### src/cache/way_replace.sv
module way_replace #(
   parameter int NWAYS  = 2,
   parameter int NSETS  = 16,
   localparam int WAY_W = (NWAYS > 1) ? $clog2(NWAYS) : 1,
   localparam int SET_W = $clog2(NSETS)
) (
   input  logic             clk_i,
   input  logic             rst_i,
   input  logic [SET_W-1:0] set_i,
   input  logic             adv_i,
   output logic [WAY_W-1:0] victim_o
);

   // one round-robin pointer per set
   logic [WAY_W-1:0] ptr_q [NSETS];

   assign victim_o = ptr_q[set_i];

   always_ff @(posedge clk_i) begin
      if (rst_i) begin
         for (int s = 0; s < NSETS; s++) begin
            ptr_q[s] <= '0;
         end
      end else if (adv_i) begin
         if (ptr_q[set_i] == WAY_W'(NWAYS - 1)) begin
            ptr_q[set_i] <= '0;
         end else begin
            ptr_q[set_i] <= ptr_q[set_i] + 1'b1;
         end
      end
   end

endmodule

### config.mk
export PLATFORM = sky130hd
export DESIGN_NAME = way_replace
export DESIGN_NICKNAME = d
export VERILOG_FILES = /design/src/cache/way_replace.sv
export SDC_FILE = /design/constraint.sdc
export NUM_CORES = 1
export LEC_CHECK = 0
export ABC_AREA = 1
export ABC_CLOCK_PERIOD_IN_PS = 3300
export BUFFER_PORTS_ARGS = -buffer_cell sky130_fd_sc_hd__buf_2
export CAP_MARGIN = 40
export CORE_MARGIN = 1
export CORE_UTILIZATION = 45
export CTS_CLUSTER_SIZE = 25
export DETAILED_ROUTE_END_ITERATION = 6
export GPL_ROUTABILITY_DRIVEN = 0
export GPL_TIMING_DRIVEN = 0
export HOLD_SLACK_MARGIN = 0.12
export MAX_ROUTING_LAYER = met4
export PLACE_DENSITY_LB_ADDON = 0.3
export REMOVE_ABC_BUFFERS = 1
export SLEW_MARGIN = 10
export SYNTH_ARGS = -nofsm -noshare
export SYNTH_HDL_FRONTEND = slang
export SYNTH_SLANG_ARGS = --single-unit
### constraint.sdc
create_clock -name clk_i -period 3.3 [get_ports clk_i]
set_input_delay 0.825 -clock clk_i [delete_from_list [all_inputs] [get_ports clk_i]]
set_output_delay 0.825 -clock clk_i [all_outputs]
set_load 0.05 [all_outputs]
==> results.cfg <==
[clocking]
clk_latency_ns = 0.28
numCtsBuffers = 3
cts_max_level = 1
cts_root_buf = clkbuf_4
clk_pin_slew_worst_paths_ns = 0.09
post_cts_buffers = 0
cts_tree = built
cts_hold_buf = 0
clock-sinks = 16
postCtsResizedCells = 0
clockBufferDepth = 2

[setup_path]
crit_end = victim_o
cp_data_required_time_ns = 2.47
path_class = input pin to output pin
startpoint = set_i[0]
r2r_cells = 7
cp_max_fo = 11
crit_path_end_kind = output pin
r2r-end = ptr_q[9]
cp-start-kind = input pin
crit_arrival_ns = 1.93
r2r_slack_ns = 2.02
timing.rr.start = ptr_q[9]

[cells_and_area]
top_register = ptr_q
post-route-util = 0.4963
area_growth_pct = 4.573
multi_input_area_um2 = 491.7
top_regs = ptr_q x16
ff_latch_area_um2 = 480.5
layout-drive-gt1-share = 0.2462
diodes = 0
fillerInstances = 221
largest_register_ffs = 16
final_nets = 139

[synth]
synth-main-ff-cell = edfxtp_1
synth_seq_cells = 16
synth_common_cells = nand2_1 (66), edfxtp_1 (16), nor3_2 (14), nor3_1 (6)
ys.warnings.count = 0
syn-instance-count = 125
synth_edf_count = 16
synth_cell_types = 14
avgSynthCellArea_um2 = 8.318
synth_top_area_share = 0.4621
synth_most_common_cell = nand2_1
async_reset_ff_frac = 0
netlist_top_cells_area = edfxtp_1 (46%), nand2_1 (24%), nor3_2 (13%)
synth_area_um2 = 1040
yosys.area.top_type = edfxtp_1
synth_seq_area_share = 0.4621

[drt]
ant_nets = 0
drt_pass1_iterations = 4
first_iter_violations = 13
wl_um = 1970
wl_per_cell_um = 12.47
via_count = 821
vias_per_cell = 5.196
drcViolationCount = 0

[timing]
whs_ns = 0.9655
finalMaxSlewViolations = 0
relSlewSlack = 0.7503
setup_viol = 0
tns_ns = 0
hold_viol = 0
skew_ns = 0.002328
rsz0062_at_grt = no
fmax_mhz = 362.7
min_period_over_period = 0.8355
fin_crit_ns = 2.757
tightest_slew_ns = 0.3732

[power_and_ir_drop]
p_leak_nw = 0.4679
p_per_area_nw_per_um2 = 368.0
vdd_drop_max_mv = 0.2005
finalPower_uw = 400.1

[outcome]
status = complete, no violations

[worst_hold_path]
min_from = rst_i
hp-class = input pin to flip-flop

[grt]
antenna_found_initial = 0
grt_max_degree = 18
track_usage = 0.1940
grt_overflow = 0
grt_pass1_vias = 774
grt_pass1_wl_um = 3456

[die]
die_y_um = 50.07
io_pins = 8
dieArea_um2 = 2507
num_rows = 17
initial_core_util = 0.4746
die_w_um = 50.07
core_um2 = 2191

[job]
drv_cap = 0

[placed_design]
hpwl_um = 1333
numPortBuffers = 7
[metrics by stage]
stage | worst slack [ns] | area, um2 | instances
floorplan | 0.8045 | 994.7 | 120
global placement | 0.5726 | 1065 | 155
detailed placement | 0.5618 | 1065 | 155
CTS | 0.5606 | 1087 | 158
global route | 0.4325 | 1087 | 158
finish | 0.5430 | 1087 | 158
[final cells by class]
type,count,share of cell area
repair buffers,7,0.03222
well taps,28,0.03222
inverters,6,0.02071
clock buffers,3,0.02071
flip-flops and latches,16,0.4419
multi-input cells,98,0.4522
[metal layers]
layer | GRT usage | wire (um)
met5 | - | 0
met4 | 0.1095 | 41
met3 | 0.02160 | 33
met2 | 0.2911 | 997
met1 | 0.2519 | 898
[critical path: stages]
cell,delay (ns)
buf_2,0.18
inv_2,0.19
nand2_1,0.07
nand2_1,0.06
nand2_1,0.04
nand2_1,0.08
nand2_2,0.07
nand4_1,0.13
buf_2,0.27
[how the worst min path moves through the flow]
| stage | endpoint | slack [ns] | depth (start not counted) |
|---|---|---|---|
| 2_1_floorplan | ptr_q[0] | 0.90 | 5 |
| 3_3_place_gp | ptr_q[14] | 0.97 | 5 |
| 3_5_place_dp | ptr_q[15] | 0.98 | 5 |
| 4_1_cts | ptr_q[7] | 0.97 | 3 |
| 5_1_grt | ptr_q[2] | 0.97 | 3 |
| 6_report | ptr_q[3] | 0.97 | 3 |
[cells in the final DEF (no fill, tap or decap)]
cell      instances
nor2_1            3
inv_1             3
nor3_1            6
edfxtp_1         16
nand3_1           3
inv_2             3
nand4_1           1
clkbuf_4          3
nand2_4           2
nor3_2           14
nand2_2           3
nand2_1          66
buf_2             7
[power breakdown]
group | leakage [nW] | internal [mW] | switching, mW | total [mW]
registers | 0.165 | 0.231 | 0.00221 | 0.234
clock network | 0.0138 | 0.0424 | 0.0600 | 0.102
logic | 0.289 | 0.0161 | 0.0480 | 0.0642
[cell families (layout without fill, tap and decap cells)]
kind of cell	count (synthesis)	in the layout	share of synthesized area
buffers and inverters	11	16	0.06498
flip-flops	16	16	0.4621
AND/OR/NAND/NOR	98	98	0.4729
(Power assumes the default switching activity.)
