**src/common/cache_pkg.sv**
```systemverilog
package cache_pkg;

   // word addresses, not byte addresses
   localparam int ADDR_W = 14;
   localparam int DATA_W = 32;

   typedef logic [ADDR_W-1:0] addr_t;
   typedef logic [DATA_W-1:0] data_t;
   // all zeros marks a read
   typedef logic [3:0]        strb_t;
   typedef logic [31:0]       cnt_t;

   typedef struct packed {
      addr_t addr;
      data_t data;
      strb_t strb;
   } fe_req_t;

   // zero data on a write acknowledge
   typedef struct packed {
      data_t data;
   } fe_rsp_t;

   typedef struct packed {
      addr_t addr;
      data_t data;
      strb_t strb;
      logic  we;
   } be_req_t;

   typedef struct packed {
      data_t data;
   } be_rsp_t;

   typedef enum logic [1:0] {
      stat_rd_hit,
      stat_rd_miss,
      stat_wr_hit,
      stat_wr_miss
   } stat_sel_t;

   typedef enum logic [2:0] {
      idle,
      lookup,
      refill_req,
      refill_wait,
      write_thru,
      respond
   } ctrl_state_t;

endpackage

```
**src/cache/cache_mem.sv**
```systemverilog
module cache_mem import cache_pkg::*; #(
   parameter int NWAYS      = 2,
   parameter int NSETS      = 16,
   parameter int LINE_WORDS = 4,
   localparam int WAY_W     = (NWAYS > 1) ? $clog2(NWAYS) : 1,
   localparam int SET_W     = $clog2(NSETS),
   localparam int WORD_W    = $clog2(LINE_WORDS),
   localparam int TAG_W     = ADDR_W - SET_W - WORD_W
) (
   input  logic                        clk_i,
   input  logic                        rst_i,
   input  logic [SET_W-1:0]            rd_set_i,
   input  logic [WORD_W-1:0]           rd_word_i,
   output logic [NWAYS-1:0][TAG_W-1:0] tags_o,
   output logic [NWAYS-1:0]            valids_o,
   output data_t [NWAYS-1:0]           words_o,
   input  logic                        wr_en_i,
   input  logic [SET_W-1:0]            wr_set_i,
   input  logic [WAY_W-1:0]            wr_way_i,
   input  logic [WORD_W-1:0]           wr_word_i,
   input  data_t                       wr_data_i,
   input  strb_t                       wr_strb_i,
   input  logic                        tag_wr_i,
   input  logic [TAG_W-1:0]            tag_i,
   input  logic                        inval_all_i
);

   logic [TAG_W-1:0] tag_mem [NWAYS][NSETS];
   data_t            data_mem [NWAYS][NSETS*LINE_WORDS];
   logic [NWAYS-1:0][NSETS-1:0] valid_q;

   // byte-strobed word write
   always_ff @(posedge clk_i) begin
      if (wr_en_i) begin
         for (int b = 0; b < 4; b++) begin
            if (wr_strb_i[b]) begin
               data_mem[wr_way_i][{wr_set_i, wr_word_i}][8*b +: 8] <= wr_data_i[8*b +: 8];
            end
         end
      end
      if (tag_wr_i) begin
         tag_mem[wr_way_i][wr_set_i] <= tag_i;
      end
   end

   always_ff @(posedge clk_i) begin
      if (rst_i || inval_all_i) begin
         valid_q <= '0;
      end else if (tag_wr_i) begin
         valid_q[wr_way_i][wr_set_i] <= 1'b1;
      end
   end

   // registered read of every way, old data on a same-edge write
   always_ff @(posedge clk_i) begin
      for (int w = 0; w < NWAYS; w++) begin
         tags_o[w]   <= tag_mem[w][rd_set_i];
         valids_o[w] <= valid_q[w][rd_set_i];
         words_o[w]  <= data_mem[w][{rd_set_i, rd_word_i}];
      end
   end

   a_way_range: assert property (@(posedge clk_i) disable iff (rst_i)
      (wr_en_i || tag_wr_i) |-> int'(wr_way_i) < NWAYS);

endmodule

```
**config.mk**
```make
export PLATFORM = sky130hd
export DESIGN_NAME = cache_mem
export DESIGN_NICKNAME = d
export VERILOG_FILES = /design/src/common/cache_pkg.sv /design/src/cache/cache_mem.sv
export SDC_FILE = /design/constraint.sdc
export NUM_CORES = 2
export LEC_CHECK = 0
export ABC_AREA = 0
export BUFFER_PORTS_ARGS = -buffer_cell sky130_fd_sc_hd__clkbuf_2
export CAP_MARGIN = 20
export CORE_UTILIZATION = 30
export DETAILED_ROUTE_END_ITERATION = 6
export PLACE_DENSITY = 0.51
export SLEW_MARGIN = 0
export SYNTH_ARGS = -nofsm -noshare
export SYNTH_HDL_FRONTEND = slang
export SYNTH_MEMORY_MAX_BITS = 65536
export SYNTH_SLANG_ARGS = --single-unit
```
**constraint.sdc**
```tcl
create_clock -name clk_i -period 2.6 [get_ports clk_i]
set_input_delay 0.65 -clock clk_i [delete_from_list [all_inputs] [get_ports clk_i]]
set_output_delay 0.65 -clock clk_i [all_outputs]
set_load 0.01 [all_outputs]
```
==> results.toml <==
[routing]
dr.first_iter.drc_count = 9552
wl_mm = 534.1
drt_pass1_iterations = 7
avgRoutedWirePerCell_um = 31.20
vias = 87450
drc = 0
drtAntennaViolNets = 0
viasPerCell = 5.109

[clock_tree]
cts_tree = "done"
path_clk_slew_ns = 0.06
clock-sinks = 4466
clk_latency_ns = 1.07
clockRootBuffer = "clkbuf_16"
htree_levels = 5
cts_made_buffers = 463
clockBufferDepth = 4

[run]
maxCapViolCount = 0

[worst_setup_path]
path_max_fanout = 1
cp-start-kind = "flip-flop"
critPathCaptureType = "primary output"
regToRegSetupSlack_ns = 0.68
required_ns = 1.95
cp.arrival_ns = 1.82
crit_type = "flip-flop to primary output"

[synth]
yosys-top-cells-area = "edfxtp_1, mux4_2, nor2_1"
yosysWarnings = 0
synth-seq-cells = 4466
syn_inst = 7577
synthArstFlopShare = 0
syn_avg_cell_area_um2 = 22.33
synth_fp_nets = 7639
synth_sequential_area_ratio = 0.7860
ys_types = 33
synth_most_common_cell = "edfxtp_1"
synthesis.area_um2 = 169200
yosysTopAreaCellShare = 0.7726
yosys-top-cells-count = "edfxtp_1, mux4_2, nor2_1"
yosysTopAreaCell = "edfxtp_1"
synth_edf_count = 4352
synth_flop_cell = "edfxtp_1"

[die]
die_x_um = 752.9
die_y_um = 752.9
start_util = 0.3014
core_um2 = 561200
top_level_ports = 144
rows = 275
die-area_um2 = 566900

[outcome]
status = "finished, final reports clean"

[finish]
nNetsFinal = 9249
nFillCells = 50780
area_delta_synth_final_pct = 22.86
drive_above_1_share = 0.3595
final_area_um2 = 207800

[global_routing]
grt_max_degree = 129
grt_pass1_wl_mm = 735.4
antenna_found_initial = 70
grt_pass1_vias = 89090
grt_usage = 0.1840
overflow = 0

[placement]
dp_slack_ns = -0.3903
place_area_um2 = 192100
port_buffers = 143
gp_congestion = 0.8338
dp_hpwl_mm = 364.1

[timing]
clock.fmax_ghz = 0.4056
relSlewSlack = 0.2660
worst_pin_slew_ns = 1.101
period_needed_ns = 2.465
hold_viol_final = 0
setup_viol = 0
worst_slack_ns = 0.1348
rsz0062_at_grt = "no"
skew_ns = 0.1256
slew_viol_final = 0
post-route-period-util = 0.9482

[power_and_ir_drop]
leakagePower_nw = 66.91
irDropWorstVdd_uv = 716.8
power.density_nw_per_um2 = 747.4

[worst_hold_path]
worstHoldPathType = "input pin to flip-flop"
## path summary, 6_finish.rpt
path / from / endpoint / depth (start not counted)
setup / recovery: words_o[41] / words_o[41] / 2
hold / removal: wr_data_i[6] / data_mem[0][1862] / 1
setup reg to reg: data_mem[1][1672] / words_o[40] / 4
hold reg to reg: valid_q[26] / valid_q[26] / 1
## repair_timing
action	4_1_cts	5_1_grt
resized for setup	42	0
hold buffers	12	0
endpoints found under the hold margin	157	0
setup endpoints to repair	30	0
buffers inserted	0	0
## report_power, final
part / leakage, nW / internal, mW / switching [mW]
Clock: 7.48 / 38.4 / 28.5
Sequential: 40.1 / 79.3 / 0.461
Combinational: 19.4 / 3.44 / 5.25
## cell type report
class	instances	area (µm²)	area share
clock inverter	272	2892	0.01391
clock buffer	601	12490	0.06010
tap	7479	9358	0.04503
multi-input combinational	2658	34160	0.1643
sequential	4466	133000	0.6400
antenna	42	105.1	0.0005057
timing repair buffer	1598	15810	0.07607
## metal layers
layer  up-vias  wire length (µm)  track usage
met5         -               240            0
met3       799             42520      0.03958
li1      35470                 -            -
met1     47530            217400       0.2456
met2      3619            254200       0.2967
met4        36             19700      0.06690
## sequential cells by signal, indices dropped and copies added, names as in the netlist
name and flops:
tags_o 16, data_mem 4096, valids_o 2, tag_mem 256
valid_q 32, words_o 64
## worst max-delay path: stages (launching register included)
cell and delay, ns:
dfxtp_4 0.42, buf_4 0.18, clkbuf_2 0.15
## logic make-up (layout without fill, tap and decap cells)
kind of cell | count (synthesis) | in the layout | synth area share
AOI/OAI and AO/OA | 608 | 608 | 0.02758
buffers and inverters | 453 | 2471 | 0.01296
other | 0 | 42 | 0
and+or+nand+nor | 872 | 872 | 0.02131
DFF | 4466 | 4466 | 0.7860
muxes | 1178 | 1178 | 0.1521
## cells in the final DEF (no fill, tap or decap), drive strengths merged, types with 44 or more instances in the layout
cell | netlist | layout
edfxtp | 4352 | 4352
dfxtp | 114 | 114
a21oi | 47 | 47
o22ai | 81 | 81
mux4 | 1114 | 1114
clkbuf | 168 | 706
buf | 285 | 1481
mux2i | 64 | 64
a22oi | 239 | 239
bufinv | 0 | 44
o211a | 64 | 64
nor2 | 616 | 616
o221ai | 111 | 111
nand3 | 119 | 119
clkinv | 0 | 193
nand2 | 91 | 91
## stage by stage
stage	hold WS, ns	instances	total power, mW	setup TNS [ns]	utilization
floorplan	0.4354	7577	84.59	0	-
global route	0.06436	17080	159.4	0	0.3702
detailed placement	0.4482	16190	90.07	-31.02	0.3424
finish	0.09289	17120	155.3	0	0.3703
CTS	0.01707	17070	156.7	0	0.3701
global placement	0.4405	16190	89.95	-30.63	0.3424
Power figures use the tool's default switching activity.
