<file path="src/common/cache_pkg.sv">
package cache_pkg;

   // word addresses, not byte addresses
   localparam int ADDR_W = 14;
   localparam int DATA_W = 32;

   typedef logic [ADDR_W-1:0] addr_t;
   typedef logic [DATA_W-1:0] data_t;
   // all zeros marks a read
   typedef logic [3:0]        strb_t;
   typedef logic [31:0]       cnt_t;

   typedef struct packed {
      addr_t addr;
      data_t data;
      strb_t strb;
   } fe_req_t;

   // zero data on a write acknowledge
   typedef struct packed {
      data_t data;
   } fe_rsp_t;

   typedef struct packed {
      addr_t addr;
      data_t data;
      strb_t strb;
      logic  we;
   } be_req_t;

   typedef struct packed {
      data_t data;
   } be_rsp_t;

   typedef enum logic [1:0] {
      stat_rd_hit,
      stat_rd_miss,
      stat_wr_hit,
      stat_wr_miss
   } stat_sel_t;

   typedef enum logic [2:0] {
      idle,
      lookup,
      refill_req,
      refill_wait,
      write_thru,
      respond
   } ctrl_state_t;

endpackage

</file>
<file path="src/cache_stats.sv">
module cache_stats import cache_pkg::*; (
   input  logic      clk_i,
   input  logic      rst_i,
   input  logic      ev_rd_hit_i,
   input  logic      ev_rd_miss_i,
   input  logic      ev_wr_hit_i,
   input  logic      ev_wr_miss_i,
   input  stat_sel_t sel_i,
   input  logic      clear_i,
   output cnt_t      stat_o
);

   cnt_t       cnt_q [4];
   logic [3:0] ev;

   // bit order follows stat_sel_t
   assign ev = {ev_wr_miss_i, ev_wr_hit_i, ev_rd_miss_i, ev_rd_hit_i};

   always_ff @(posedge clk_i) begin
      if (rst_i || clear_i) begin
         for (int i = 0; i < 4; i++) begin
            cnt_q[i] <= '0;
         end
      end else begin
         for (int i = 0; i < 4; i++) begin
            // saturate instead of wrapping
            if (ev[i] && cnt_q[i] != '1) begin
               cnt_q[i] <= cnt_q[i] + 1'b1;
            end
         end
      end
   end

   assign stat_o = cnt_q[sel_i];

endmodule

</file>
<file path="config.mk">
export PLATFORM = sky130hd
export DESIGN_NAME = cache_stats
export DESIGN_NICKNAME = d
export VERILOG_FILES = /design/src/common/cache_pkg.sv /design/src/cache_stats.sv
export SDC_FILE = /design/constraint.sdc
export NUM_CORES = 1
export LEC_CHECK = 0
export BUFFER_PORTS_ARGS = -buffer_cell sky130_fd_sc_hd__buf_2
export CAP_MARGIN = 20
export CORE_UTILIZATION = 62
export DETAILED_ROUTE_END_ITERATION = 8
export PLACE_DENSITY = 0.77
export SYNTH_ARGS = -nofsm -noshare
export SYNTH_HDL_FRONTEND = slang
export SYNTH_SLANG_ARGS = --single-unit
</file>
<file path="constraint.sdc">
create_clock -name clk_i -period 3.3 [get_ports clk_i]
set_clock_uncertainty 0.2 [all_clocks]
set_input_delay 0.495 -clock clk_i [delete_from_list [all_inputs] [get_ports clk_i]]
set_output_delay 0.495 -clock clk_i [all_outputs]
set_load 0.05 [all_outputs]
</file>
==> summary.md <==
| Metric | Value |
|---|---|
| Share of the synthesized area in the top cell type | `0.491` |
| Max Fclk | `361 MHz` |
| Synth cell types | `41` |
| Slowest cell on crit path | `a211o_1` |
| Top flop regs | `cnt_q x128` |
| Initial core utilization | `0.644` |
| Post-synthesis sequential area ratio | `0.491` |
| Largest net degree at the start of global routing | `33` |
| Crit path cell chain | `ha_1 > and3_1 > nand3_4 > nor4_2 > nand3_1 > a211o_1 > buf_4` |
| First-pass GRT wire length | `28.4 mm` |
| Worst R2R Start | `cnt_q[2][0]$_SDFFCE_PN0P_` |
| Cells after synthesis | `697` |
| CTS Sinks | `128` |
| Share of cells above drive strength 1 | `0.178` |
| Clock Path Buffers | `2` |
| Overall routing resource usage | `0.295` |
| Main combinational cell family by area after synthesis | `simple AND/OR/NAND/NOR gates` |
| Largest register FFs | `128` |
| Ys Warns | `0` |
| Worst R2R End | `cnt_q[2][3]$_SDFFCE_PN0P_` |
| Hold-fix buffers, CTS | `0` |
| DP Wirelength | `12.6 mm` |
| Dominant cell type by area after synthesis | `edfxtp_1` |
| Initial antenna violation count | `0` |
| Crit path kind | `flop to flop` |
| # diodes | `0` |
| Worst hold-check path type | `input pin to flop` |
| Relative slew slack | `0.458` |
| Most common cell in the netlist | `nor2_1` |
| Avg WL per Cell | `19.6 um` |
| DRC | `0` |
| H-tree depth | `4` |
| Via Count | `5781` |
| Buffers on Ports | `40` |
| Min cycle time layout | `2.77 ns` |
| Syn_area_per_cell | `11.2 um2` |
| Io pins | `41` |
| ANT nets after route | `0` |
| Clk_lat worst skew | `0.43 ns` |
| Area delta synth->final | `12.5%` |
| Final WS setup | `0.526 ns` |
| WL final | `18.1 mm` |
| Data required, critical path | `3.24 ns` |
| GPL Wtd Cong | `0.895` |
| CP endpoint | `cnt_q[2][3]$_SDFFCE_PN0P_` |
| Worst vdd rail ir drop | `0.000390 V` |
| CP Launch Type | `flop` |
| FF-to-FF setup slack | `0.53 ns` |
| Cell row count | `40` |
| Crit end category | `flop` |
| DRT iter0 DRCs | `739` |
| Worst Setup Slack post-DPL | `0.578 ns` |
| Fin cells | `922` |
| Multi-input combinational cell area | `0.00375 mm2` |
| Unrepaired setup endpoints after global routing | `false` |
| Worst reg2reg path depth | `7` |
| Setup bufs post-CTS | `0` |
| Max-cap violations | `0` |
| Drt pass-1 iters | `5` |
| Final Hold Fails | `0` |
| Cts repair resizes | `0` |
| Synth Register Bits | `128` |
| Clock Pin Slew Worst Setup and Hold Paths | `0.06 ns` |
| Worst EP arrival | `2.72 ns` |
| TNS Setup | `0 ns` |
| Placed insts | `890` |
| EDFF count, synth | `128` |
| Post-Place Cell Area | `0.00819 mm2` |
| Post-Synth XOR/XNOR Area | `0.123` |
| Compound-Gate Fraction of Synth Area | `0.0188` |
| Post-synthesis adder-cell area fraction | `0.00639` |
| Predominant post-synthesis flop cell | `edfxtp_1` |
| Final setup viols | `0` |
| Pleak | `3.12 nW` |
| Slew @ Worst Pin | `0.805 ns` |
| Crit path from | `cnt_q[2][0]$_SDFFCE_PN0P_` |
| Die Span Y | `114 um` |
| Clock root buffer master | `clkbuf_16` |
| Cell Area, Synth | `0.00783 mm2` |
| Die W | `114 um` |
| Synth top cells by count | `141 x nor2_1, 128 x edfxtp_1, 66 x xor2_1, 53 x nand3_1, 47 x nand2_1` |
| Total power | `4.33 mW` |
| Hold WS | `0.272 ns` |
| Core ar. | `0.0122 mm2` |
| Part of the cycle the worst path needs | `0.841` |
| Simple logic cell fraction of the synthesized area | `0.236` |
| Post-synth ARST share | `0` |
| Crit-path max cell delay | `0.41 ns` |
| Cell Pwr Density | `491 mW/mm2` |
| Number of global-route vias before repair | `5372` |
| Top reg by flops | `cnt_q` |
| Num CTS Buffers | `17` |
| Sequential Area | `0.00384 mm2` |
| Core Util, Final | `0.724` |
| Vias per inst | `6.27` |
| Design Area, Final | `0.00881 mm2` |
| Syn nets | `710` |
| Number of fillers in the final layout | `843` |
| Overflow after GRT | `0` |
| Crit-path max FO | `27` |
| Die area | `0.0131 mm2` |
| Post-synthesis mux area share | `0.0933` |
| Pins Over Slew Limit | `0` |
| CTS tree | `done` |
| Top post-synthesis cells by area | `edfxtp_1 49%, mux4_2 9.2%, xor2_1 7.4%` |
| Final Net Count | `754` |
| Status | `finished clean` |
## cells in the final DEF (no fill, tap or decap), types with 17 or more instances in the layout
master,Yosys,layout
clkbuf_16,0,17
xnor2_1,44,44
mux4_2,32,32
nand3_1,53,53
xor2_1,66,66
and3_1,19,19
buf_2,13,40
edfxtp_1,128,128
nor2_1,141,141
nand2_1,47,47
nand4_1,34,34
## cells by family (layout without fill, tap and decap cells)
family | Yosys count | in the layout
AO/OA/AOI/OAI | 24 | 24
AND/OR/NAND/NOR | 353 | 353
multiplexers | 33 | 33
XOR/XNOR | 110 | 110
flip-flops | 128 | 128
adder cells (fa/ha/maj) | 4 | 4
buffers and inverters | 45 | 102
## metal layers
layer / global-route usage / wire length, um / vias up
li1: - / - / 2656
met1: 0.408 / 7370 / 2800
met2: 0.461 / 8640 / 294
met3: 0.0821 / 1750 / 31
met4: 0.0840 / 299 / 0
met5: 0 / 0 / -
## worst max-delay path: cells and delay by family (launching register included)
kind,cells,cell delay [ns]
flops,1,0.40
compound gates,1,0.41
simple gates,4,0.97
buf+inv,1,0.28
fa+ha+maj,1,0.22
## power breakdown
part           leakage [nW]  internal (mW)  switching, mW
sequential             1.49           1.86          0.115
clock                 0.308           1.32          0.693
combinational          1.33          0.120          0.213
total                  3.12           3.30           1.02
## how the worst min path moves through the flow
stage	endpoint	cells past startpoint	slack, ns	start
6_report	cnt_q[3][26]$_SDFFCE_PN0P_	3	0.27	ev_wr_miss_i
2_1_floorplan	cnt_q[2][9]$_SDFFCE_PN0P_	2	0.39	cnt_q[2][9]$_SDFFCE_PN0P_
4_1_cts	cnt_q[3][26]$_SDFFCE_PN0P_	3	0.25	ev_wr_miss_i
3_5_place_dp	cnt_q[3][0]$_SDFFCE_PN0P_	1	0.43	cnt_q[3][0]$_SDFFCE_PN0P_
5_1_grt	cnt_q[3][26]$_SDFFCE_PN0P_	3	0.26	ev_wr_miss_i
3_3_place_gp	cnt_q[3][12]$_SDFFCE_PN0P_	2	0.41	cnt_q[3][12]$_SDFFCE_PN0P_
## final cells by class
type                    count  share of cell area
clock inverters            14              0.0222
well taps                 168              0.0239
multi-input cells         524               0.425
clock buffers              18              0.0487
flip-flops and latches    128               0.436
repair buffers             56              0.0378
inverters                  14             0.00597
(Power assumes the default switching activity.)
