[config.mk]
export PLATFORM = sky130hd
export DESIGN_NAME = cache_ctrl
export DESIGN_NICKNAME = d
export VERILOG_FILES = /design/src/common/cache_pkg.sv /design/src/cache/cache_ctrl.sv
export SDC_FILE = /design/constraint.sdc
export NUM_CORES = 1
export LEC_CHECK = 0
export BUFFER_PORTS_ARGS = -buffer_cell sky130_fd_sc_hd__buf_4
export CAP_MARGIN = 20
export CORE_UTILIZATION = 25
export DETAILED_ROUTE_END_ITERATION = 10
export SLEW_MARGIN = 25
export SYNTH_ARGS = -nofsm -noshare
export SYNTH_HDL_FRONTEND = slang
export SYNTH_SLANG_ARGS = --single-unit
[constraint.sdc]
create_clock -name clk_i -period 5.7 [get_ports clk_i]
set_clock_uncertainty 0.1 [all_clocks]
set_input_delay 0.285 -clock clk_i [delete_from_list [all_inputs] [get_ports clk_i]]
set_output_delay 0.285 -clock clk_i [all_outputs]
set_load 0.05 [all_outputs]
[src/common/cache_pkg.sv]
package cache_pkg;

   // word addresses, not byte addresses
   localparam int ADDR_W = 14;
   localparam int DATA_W = 32;

   typedef logic [ADDR_W-1:0] addr_t;
   typedef logic [DATA_W-1:0] data_t;
   // all zeros marks a read
   typedef logic [3:0]        strb_t;
   typedef logic [31:0]       cnt_t;

   typedef struct packed {
      addr_t addr;
      data_t data;
      strb_t strb;
   } fe_req_t;

   // zero data on a write acknowledge
   typedef struct packed {
      data_t data;
   } fe_rsp_t;

   typedef struct packed {
      addr_t addr;
      data_t data;
      strb_t strb;
      logic  we;
   } be_req_t;

   typedef struct packed {
      data_t data;
   } be_rsp_t;

   typedef enum logic [1:0] {
      stat_rd_hit,
      stat_rd_miss,
      stat_wr_hit,
      stat_wr_miss
   } stat_sel_t;

   typedef enum logic [2:0] {
      idle,
      lookup,
      refill_req,
      refill_wait,
      write_thru,
      respond
   } ctrl_state_t;

endpackage

[src/cache/cache_ctrl.sv]
module cache_ctrl import cache_pkg::*; #(
   parameter int NWAYS      = 2,
   parameter int NSETS      = 16,
   parameter int LINE_WORDS = 4,
   localparam int WAY_W     = (NWAYS > 1) ? $clog2(NWAYS) : 1,
   localparam int SET_W     = $clog2(NSETS),
   localparam int WORD_W    = $clog2(LINE_WORDS),
   localparam int TAG_W     = ADDR_W - SET_W - WORD_W
) (
   input  logic                       clk_i,
   input  logic                       rst_i,
   // front end
   input  logic                       fe_req_valid_i,
   input  fe_req_t                    fe_req_i,
   output logic                       fe_req_ready_o,
   output logic                       fe_rsp_valid_o,
   output fe_rsp_t                    fe_rsp_o,
   input  logic                       fe_rsp_ready_i,
   // back end
   output logic                       be_req_valid_o,
   output be_req_t                    be_req_o,
   input  logic                       be_req_ready_i,
   input  logic                       be_rsp_valid_i,
   input  be_rsp_t                    be_rsp_i,
   output logic                       be_rsp_ready_o,
   input  logic                       invalidate_i,
   // array read side
   output logic [SET_W-1:0]           rd_set_o,
   output logic [WORD_W-1:0]          rd_word_o,
   input  logic [NWAYS-1:0][TAG_W-1:0] tags_i,
   input  logic [NWAYS-1:0]           valids_i,
   input  data_t [NWAYS-1:0]          words_i,
   // array write side
   output logic                       wr_en_o,
   output logic [SET_W-1:0]           wr_set_o,
   output logic [WAY_W-1:0]           wr_way_o,
   output logic [WORD_W-1:0]          wr_word_o,
   output data_t                      wr_data_o,
   output strb_t                      wr_strb_o,
   output logic                       tag_wr_o,
   output logic [TAG_W-1:0]           tag_o,
   output logic                       inval_all_o,
   // replacement
   input  logic [WAY_W-1:0]           victim_i,
   output logic                       repl_adv_o,
   // statistics events
   output logic                       ev_rd_hit_o,
   output logic                       ev_rd_miss_o,
   output logic                       ev_wr_hit_o,
   output logic                       ev_wr_miss_o
);

   ctrl_state_t state_q, state_d;
   fe_req_t     req_q;
   logic [WORD_W-1:0] beat_q;
   data_t       rsp_data_q;
   logic        rsp_valid_q;
   logic        inval_pend_q;

   logic [TAG_W-1:0]  req_tag;
   logic [SET_W-1:0]  req_set;
   logic [WORD_W-1:0] req_word;
   logic              is_wr;
   logic [NWAYS-1:0]  hit_vec;
   logic              hit;
   logic [WAY_W-1:0]  hit_way;
   logic              accept;
   logic              rsp_beat;
   logic              last_beat;
   logic              in_refill;

   // address is {tag, set, word}
   assign req_tag  = req_q.addr[ADDR_W-1 -: TAG_W];
   assign req_set  = req_q.addr[WORD_W +: SET_W];
   assign req_word = req_q.addr[WORD_W-1:0];
   assign is_wr    = |req_q.strb;

   // tag compare across all ways
   always_comb begin
      for (int w = 0; w < NWAYS; w++) begin
         hit_vec[w] = valids_i[w] && (tags_i[w] == req_tag);
      end
   end

   assign hit = |hit_vec;

   always_comb begin
      hit_way = '0;
      for (int w = 0; w < NWAYS; w++) begin
         if (hit_vec[w]) begin
            hit_way = WAY_W'(w);
         end
      end
   end

   // pending invalidate wins over a new request
   assign inval_all_o    = (state_q == idle) && (invalidate_i || inval_pend_q);
   // no request is taken while reset is high
   assign fe_req_ready_o = (state_q == idle) && !inval_all_o && !rst_i;
   assign accept         = fe_req_valid_i && fe_req_ready_o;

   assign in_refill = (state_q == refill_wait);
   assign rsp_beat  = in_refill && be_rsp_valid_i;
   assign last_beat = (beat_q == WORD_W'(LINE_WORDS - 1));

   always_comb begin
      state_d = state_q;
      case (state_q)
         idle: begin
            if (accept) state_d = lookup;
         end
         lookup: begin
            if (is_wr) state_d = write_thru;
            else if (hit) state_d = respond;
            else state_d = refill_req;
         end
         refill_req: begin
            if (be_req_ready_i) state_d = refill_wait;
         end
         refill_wait: begin
            if (be_rsp_valid_i) state_d = last_beat ? respond : refill_req;
         end
         write_thru: begin
            if (be_req_ready_i) state_d = respond;
         end
         respond: begin
            if (fe_rsp_ready_i) state_d = idle;
         end
         default: state_d = idle;
      endcase
   end

   always_ff @(posedge clk_i) begin
      if (rst_i) begin
         state_q      <= idle;
         beat_q       <= '0;
         rsp_valid_q  <= 1'b0;
         inval_pend_q <= 1'b0;
      end else begin
         state_q <= state_d;
         if (accept) begin
            beat_q <= '0;
         end else if (rsp_beat) begin
            beat_q <= beat_q + 1'b1;
         end
         if (state_d == respond && state_q != respond) begin
            rsp_valid_q <= 1'b1;
         end else if (rsp_valid_q && fe_rsp_ready_i) begin
            rsp_valid_q <= 1'b0;
         end
         // hold an invalidate that arrives while busy
         if (inval_all_o) begin
            inval_pend_q <= 1'b0;
         end else if (invalidate_i) begin
            inval_pend_q <= 1'b1;
         end
      end
   end

   always_ff @(posedge clk_i) begin
      if (accept) begin
         req_q <= fe_req_i;
      end
      if (state_q == lookup) begin
         rsp_data_q <= is_wr ? '0 : words_i[hit_way];
      end else if (rsp_beat && beat_q == req_word) begin
         rsp_data_q <= be_rsp_i.data;
      end
   end

   assign fe_rsp_valid_o = rsp_valid_q;
   assign fe_rsp_o.data  = rsp_data_q;

   // refill beats read the line in word order
   assign be_req_valid_o = (state_q == refill_req) || (state_q == write_thru);
   always_comb begin
      if (state_q == write_thru) begin
         be_req_o.addr = req_q.addr;
         be_req_o.data = req_q.data;
         be_req_o.strb = req_q.strb;
         be_req_o.we   = 1'b1;
      end else begin
         be_req_o.addr = {req_tag, req_set, beat_q};
         be_req_o.data = '0;
         be_req_o.strb = '0;
         be_req_o.we   = 1'b0;
      end
   end
   assign be_rsp_ready_o = in_refill;

   // array read address follows the incoming request while idle
   assign rd_set_o  = (state_q == idle) ? fe_req_i.addr[WORD_W +: SET_W] : req_set;
   assign rd_word_o = (state_q == idle) ? fe_req_i.addr[WORD_W-1:0] : req_word;

   assign wr_en_o   = ((state_q == lookup) && is_wr && hit) || rsp_beat;
   assign wr_set_o  = req_set;
   assign wr_way_o  = in_refill ? victim_i : hit_way;
   assign wr_word_o = in_refill ? beat_q : req_word;
   assign wr_data_o = in_refill ? be_rsp_i.data : req_q.data;
   assign wr_strb_o = in_refill ? '1 : req_q.strb;

   // tag and valid land with the last beat
   assign tag_wr_o   = rsp_beat && last_beat;
   assign tag_o      = req_tag;
   assign repl_adv_o = tag_wr_o;

   assign ev_rd_hit_o  = (state_q == lookup) && !is_wr && hit;
   assign ev_rd_miss_o = (state_q == lookup) && !is_wr && !hit;
   assign ev_wr_hit_o  = (state_q == lookup) && is_wr && hit;
   assign ev_wr_miss_o = (state_q == lookup) && is_wr && !hit;

   a_hit_onehot: assert property (@(posedge clk_i) disable iff (rst_i)
      state_q == lookup |-> $onehot0(hit_vec));

   a_rsp_in_respond: assert property (@(posedge clk_i) disable iff (rst_i)
      rsp_valid_q |-> state_q == respond);

endmodule

==> flow_summary_export.csv <==
group,metric,value,unit
run_status,outcome,"finished, final reports clean",
power,powerDensity,223.4,nW/um^2
sta,slew_headroom,37.24,%
power,total_power,1.747,mW
yosys,ys_warn_count,0,
floorplan,die_width,140.9,um
critical_path,crit_path_start_kind,"flop",
sta,tns,0,ns
place,gp_congestion,0.7540,
global_route,grt_pass1_wl,24.51,mm
yosys,synthFlopType,"edfxtp_1",
place,dp_hpwl,12.14,mm
floorplan,dieArea,19850,sq um
place,io_buffer_count,323,
worst_hold_path,worst_hold_path_type,"in2reg",
critical_path,critPathCaptureType,"output pin",
global_route,antenna_found_initial,0,
critical_path,startpoint,"state_q[0]$_SDFF_PP0_",
detailed_routing,ant_nets,0,
detailed_routing,wl_per_cell,15.54,um
critical_path,worstPathArrival,2.99,ns
detailed_routing,drt_wl_total,16.48,mm
yosys,synthArstFlopShare,0,%
sta,setup_viol,0,
yosys,syn_nets,661,
critical_path,rr_endpoint,"fe_rsp_o[18]$_DFFE_PP_",
detailed_routing,drc_errors,0,
cts,cts_tree,"built",
detailed_routing,viasPerCell,4.236,
critical_path,path_max_fanout,36,
floorplan,start_util,25.61,%
global_route,grt_max_degree,53,
cells_and_area,drive_gt1_share,44.63,%
cts,worstSkewPairLatency,0.34,ns
global_route,overflow,0,
floorplan,pin_count,324,
global_route,grt_pass1_vias,4561,
cts,h-tree-depth,3,
detailed_routing,drtIter0Drc,136,
yosys,synthTopCellsByArea,"edfxtp_1 (51%), nand2_1 (13%), mux2i_1 (6.8%)",
worst_hold_path,min-delay-start,"fe_req_i[22]",
yosys,netlist_area,4823,sq um
detailed_routing,num_vias,4490,
critical_path,cp_slowest_cell,"or3b_2",
cts,post-cts-setup-buffers,0,
detailed_routing,dr.pass1.iters,4,
cts,cts_root_buf,"clkbuf_16",
cells_and_area,syn2layout_area_growth,62.15,%
floorplan,die_y,140.9,um
critical_path,endpoint,"ev_rd_miss_o",
yosys,synth.most_common_cell,"nand2_1",
floorplan,core,18830,sq um
yosys,synth-seq-cells,89,
sta,drv_slew,0,
yosys,yosys.area.top_type,"edfxtp_1",
cts,path_clk_slew,0.07,ns
critical_path,worstRegToRegCells,6,
cts,cts_resized,0,
critical_path,max_stage_delay,0.85,ns
yosys,syn_avg_cell_area,9.884,sq um
yosys,synth_edf_count,82,
sta,rsz0062_at_grt,"no",
yosys,ys_seq_area_share,53.96,%
power,peakVddDrop,0.1199,mV
run,cap_violations,0,
yosys,synth_common_cells,"nand2_1 (162), edfxtp_1 (82), and2_1 (36), o21ai_1 (36), mux2i_1 (33)",
sta,min_period,3.375,ns
critical_path,required,5.32,ns
cts,cts_buffers,9,
critical_path,reg2reg_slack,2.74,ns
worst_hold_path,hold_depth,1,
critical_path,crit_chain,"or3b_2, or2_4, or3_4, inv_1, buf_4",
critical_path,worstSetupPathType,"reg2out",
sta,worst_slew_pin_slew,0.9381,ns
critical_path,r2r-start,"state_q[1]$_SDFF_PP0_",
yosys,synth_top_area_share,51.05,%
floorplan,fp-row-count,50,
cells_and_area,layout.nets,968,
power,p_leak,3.558,nW
sta,hold_violations,0,
sta,period_share,59.21,%
cells_and_area,diodes,0,
yosys,synthDistinctLibCells,42,
cts,clkSinkCount,89,
yosys,synthCells,488,
sta,fmax,296.3,MHz
global_route,grt_usage,16.36,%
cts,cts_buffer_depth,2,
-- power breakdown --
part           switching, mW  internal [mW]
registers             0.0126          0.740
clock network          0.266          0.340
logic                  0.227          0.163
total                  0.505           1.24
-- critical path: cells and delay by family (launching register included) --
family / cells / cell delay, ns
flops: 1 / 0.57
simple gates: 3 / 1.84
buf+inv: 2 / 0.25
-- cell usage in the layout (no fill, tap or decap), types with 2 or more instances in the layout --
cell	instances
buf_4	329
nand2_1	161
edfxtp_1	82
and2_1	36
o21ai_1	36
mux2i_1	33
dlygate4sd3_1	20
xnor2_1	15
clkbuf_16	9
nor2_1	8
dfxtp_1	7
xor2_1	5
nor3_1	5
nand2b_1	4
nor2b_1	3
inv_1	3
nand3_1	3
nand4_1	3
clkinvlp_4	3
mux2_2	2
nor4_1	2
nor3b_1	2
and3_1	2
nand3b_1	2
-- cell families after synthesis --
group           Yosys count  share of synthesized area, %
compound gates           44                         4.877
xor+xnor                 20                         3.632
fa+ha+maj                 1                        0.2594
buf+inv                  57                         6.952
flops                    89                         53.96
mux                      35                         7.315
simple gates            242                         23.01
-- layout make-up --
type                            count  area [sq um]
Clock inverter                      7         70.07
Inverter                            4         15.01
Tap cell                          260         325.3
Timing Repair Buffer              349          2670
Sequential cell                    89          2603
Fill cell                        1903         11010
Multi-Input combinational cell    342          1913
Clock buffer                        9         225.2
-- registers in the layout (all words and copies together) (netlist names) --
| register | flops |
|---|---|
| inval_pend_q | 1 |
| fe_rsp_valid_o | 1 |
| fe_rsp_o | 32 |
| wr_set_o | 4 |
| state_q | 3 |
| req_q | 38 |
| tag_o | 8 |
| beat_q | 2 |
-- per-layer routing --
metal	vias to the layer above	GRT usage [%]	wire length, um
met1	2064	18.20	6427
met2	177	31.13	8851
met5	-	0	0
met3	13	3.329	999
li1	2236	-	-
met4	0	4.863	198
-- stage by stage --
stage	hold slack, ns	instances	instance area, sq um	util, %	setup WS (ns)
after floorplan	0.2839	488	4823	-	1.720
after global placement	0.3506	1024	7326	38.90	2.718
after detailed placement	0.3547	1024	7326	38.90	2.653
after CTS	0.0003533	1060	7821	41.53	2.275
after global routing	0.001222	1060	7821	41.53	2.158
final	0.01926	1060	7821	41.53	2.325
-- worst min-delay path by stage --
stage / endpoint
floorplan: req_q[0]$_DFFE_PP_
global placement: fe_rsp_valid_o$_SDFFE_PP0P_
detailed placement: fe_rsp_valid_o$_SDFFE_PP0P_
CTS: req_q[22]$_DFFE_PP_
global route: req_q[7]$_DFFE_PP_
finish: req_q[22]$_DFFE_PP_
-- what timing repair did --
| action | CTS | global route |
|---|---|---|
| hold buffers | 20 | 0 |
| hold endpoints to repair | 20 | 0 |
| endpoints found under the setup margin | 0 | 0 |
Note: power is estimated with default switching activity, not from simulation.
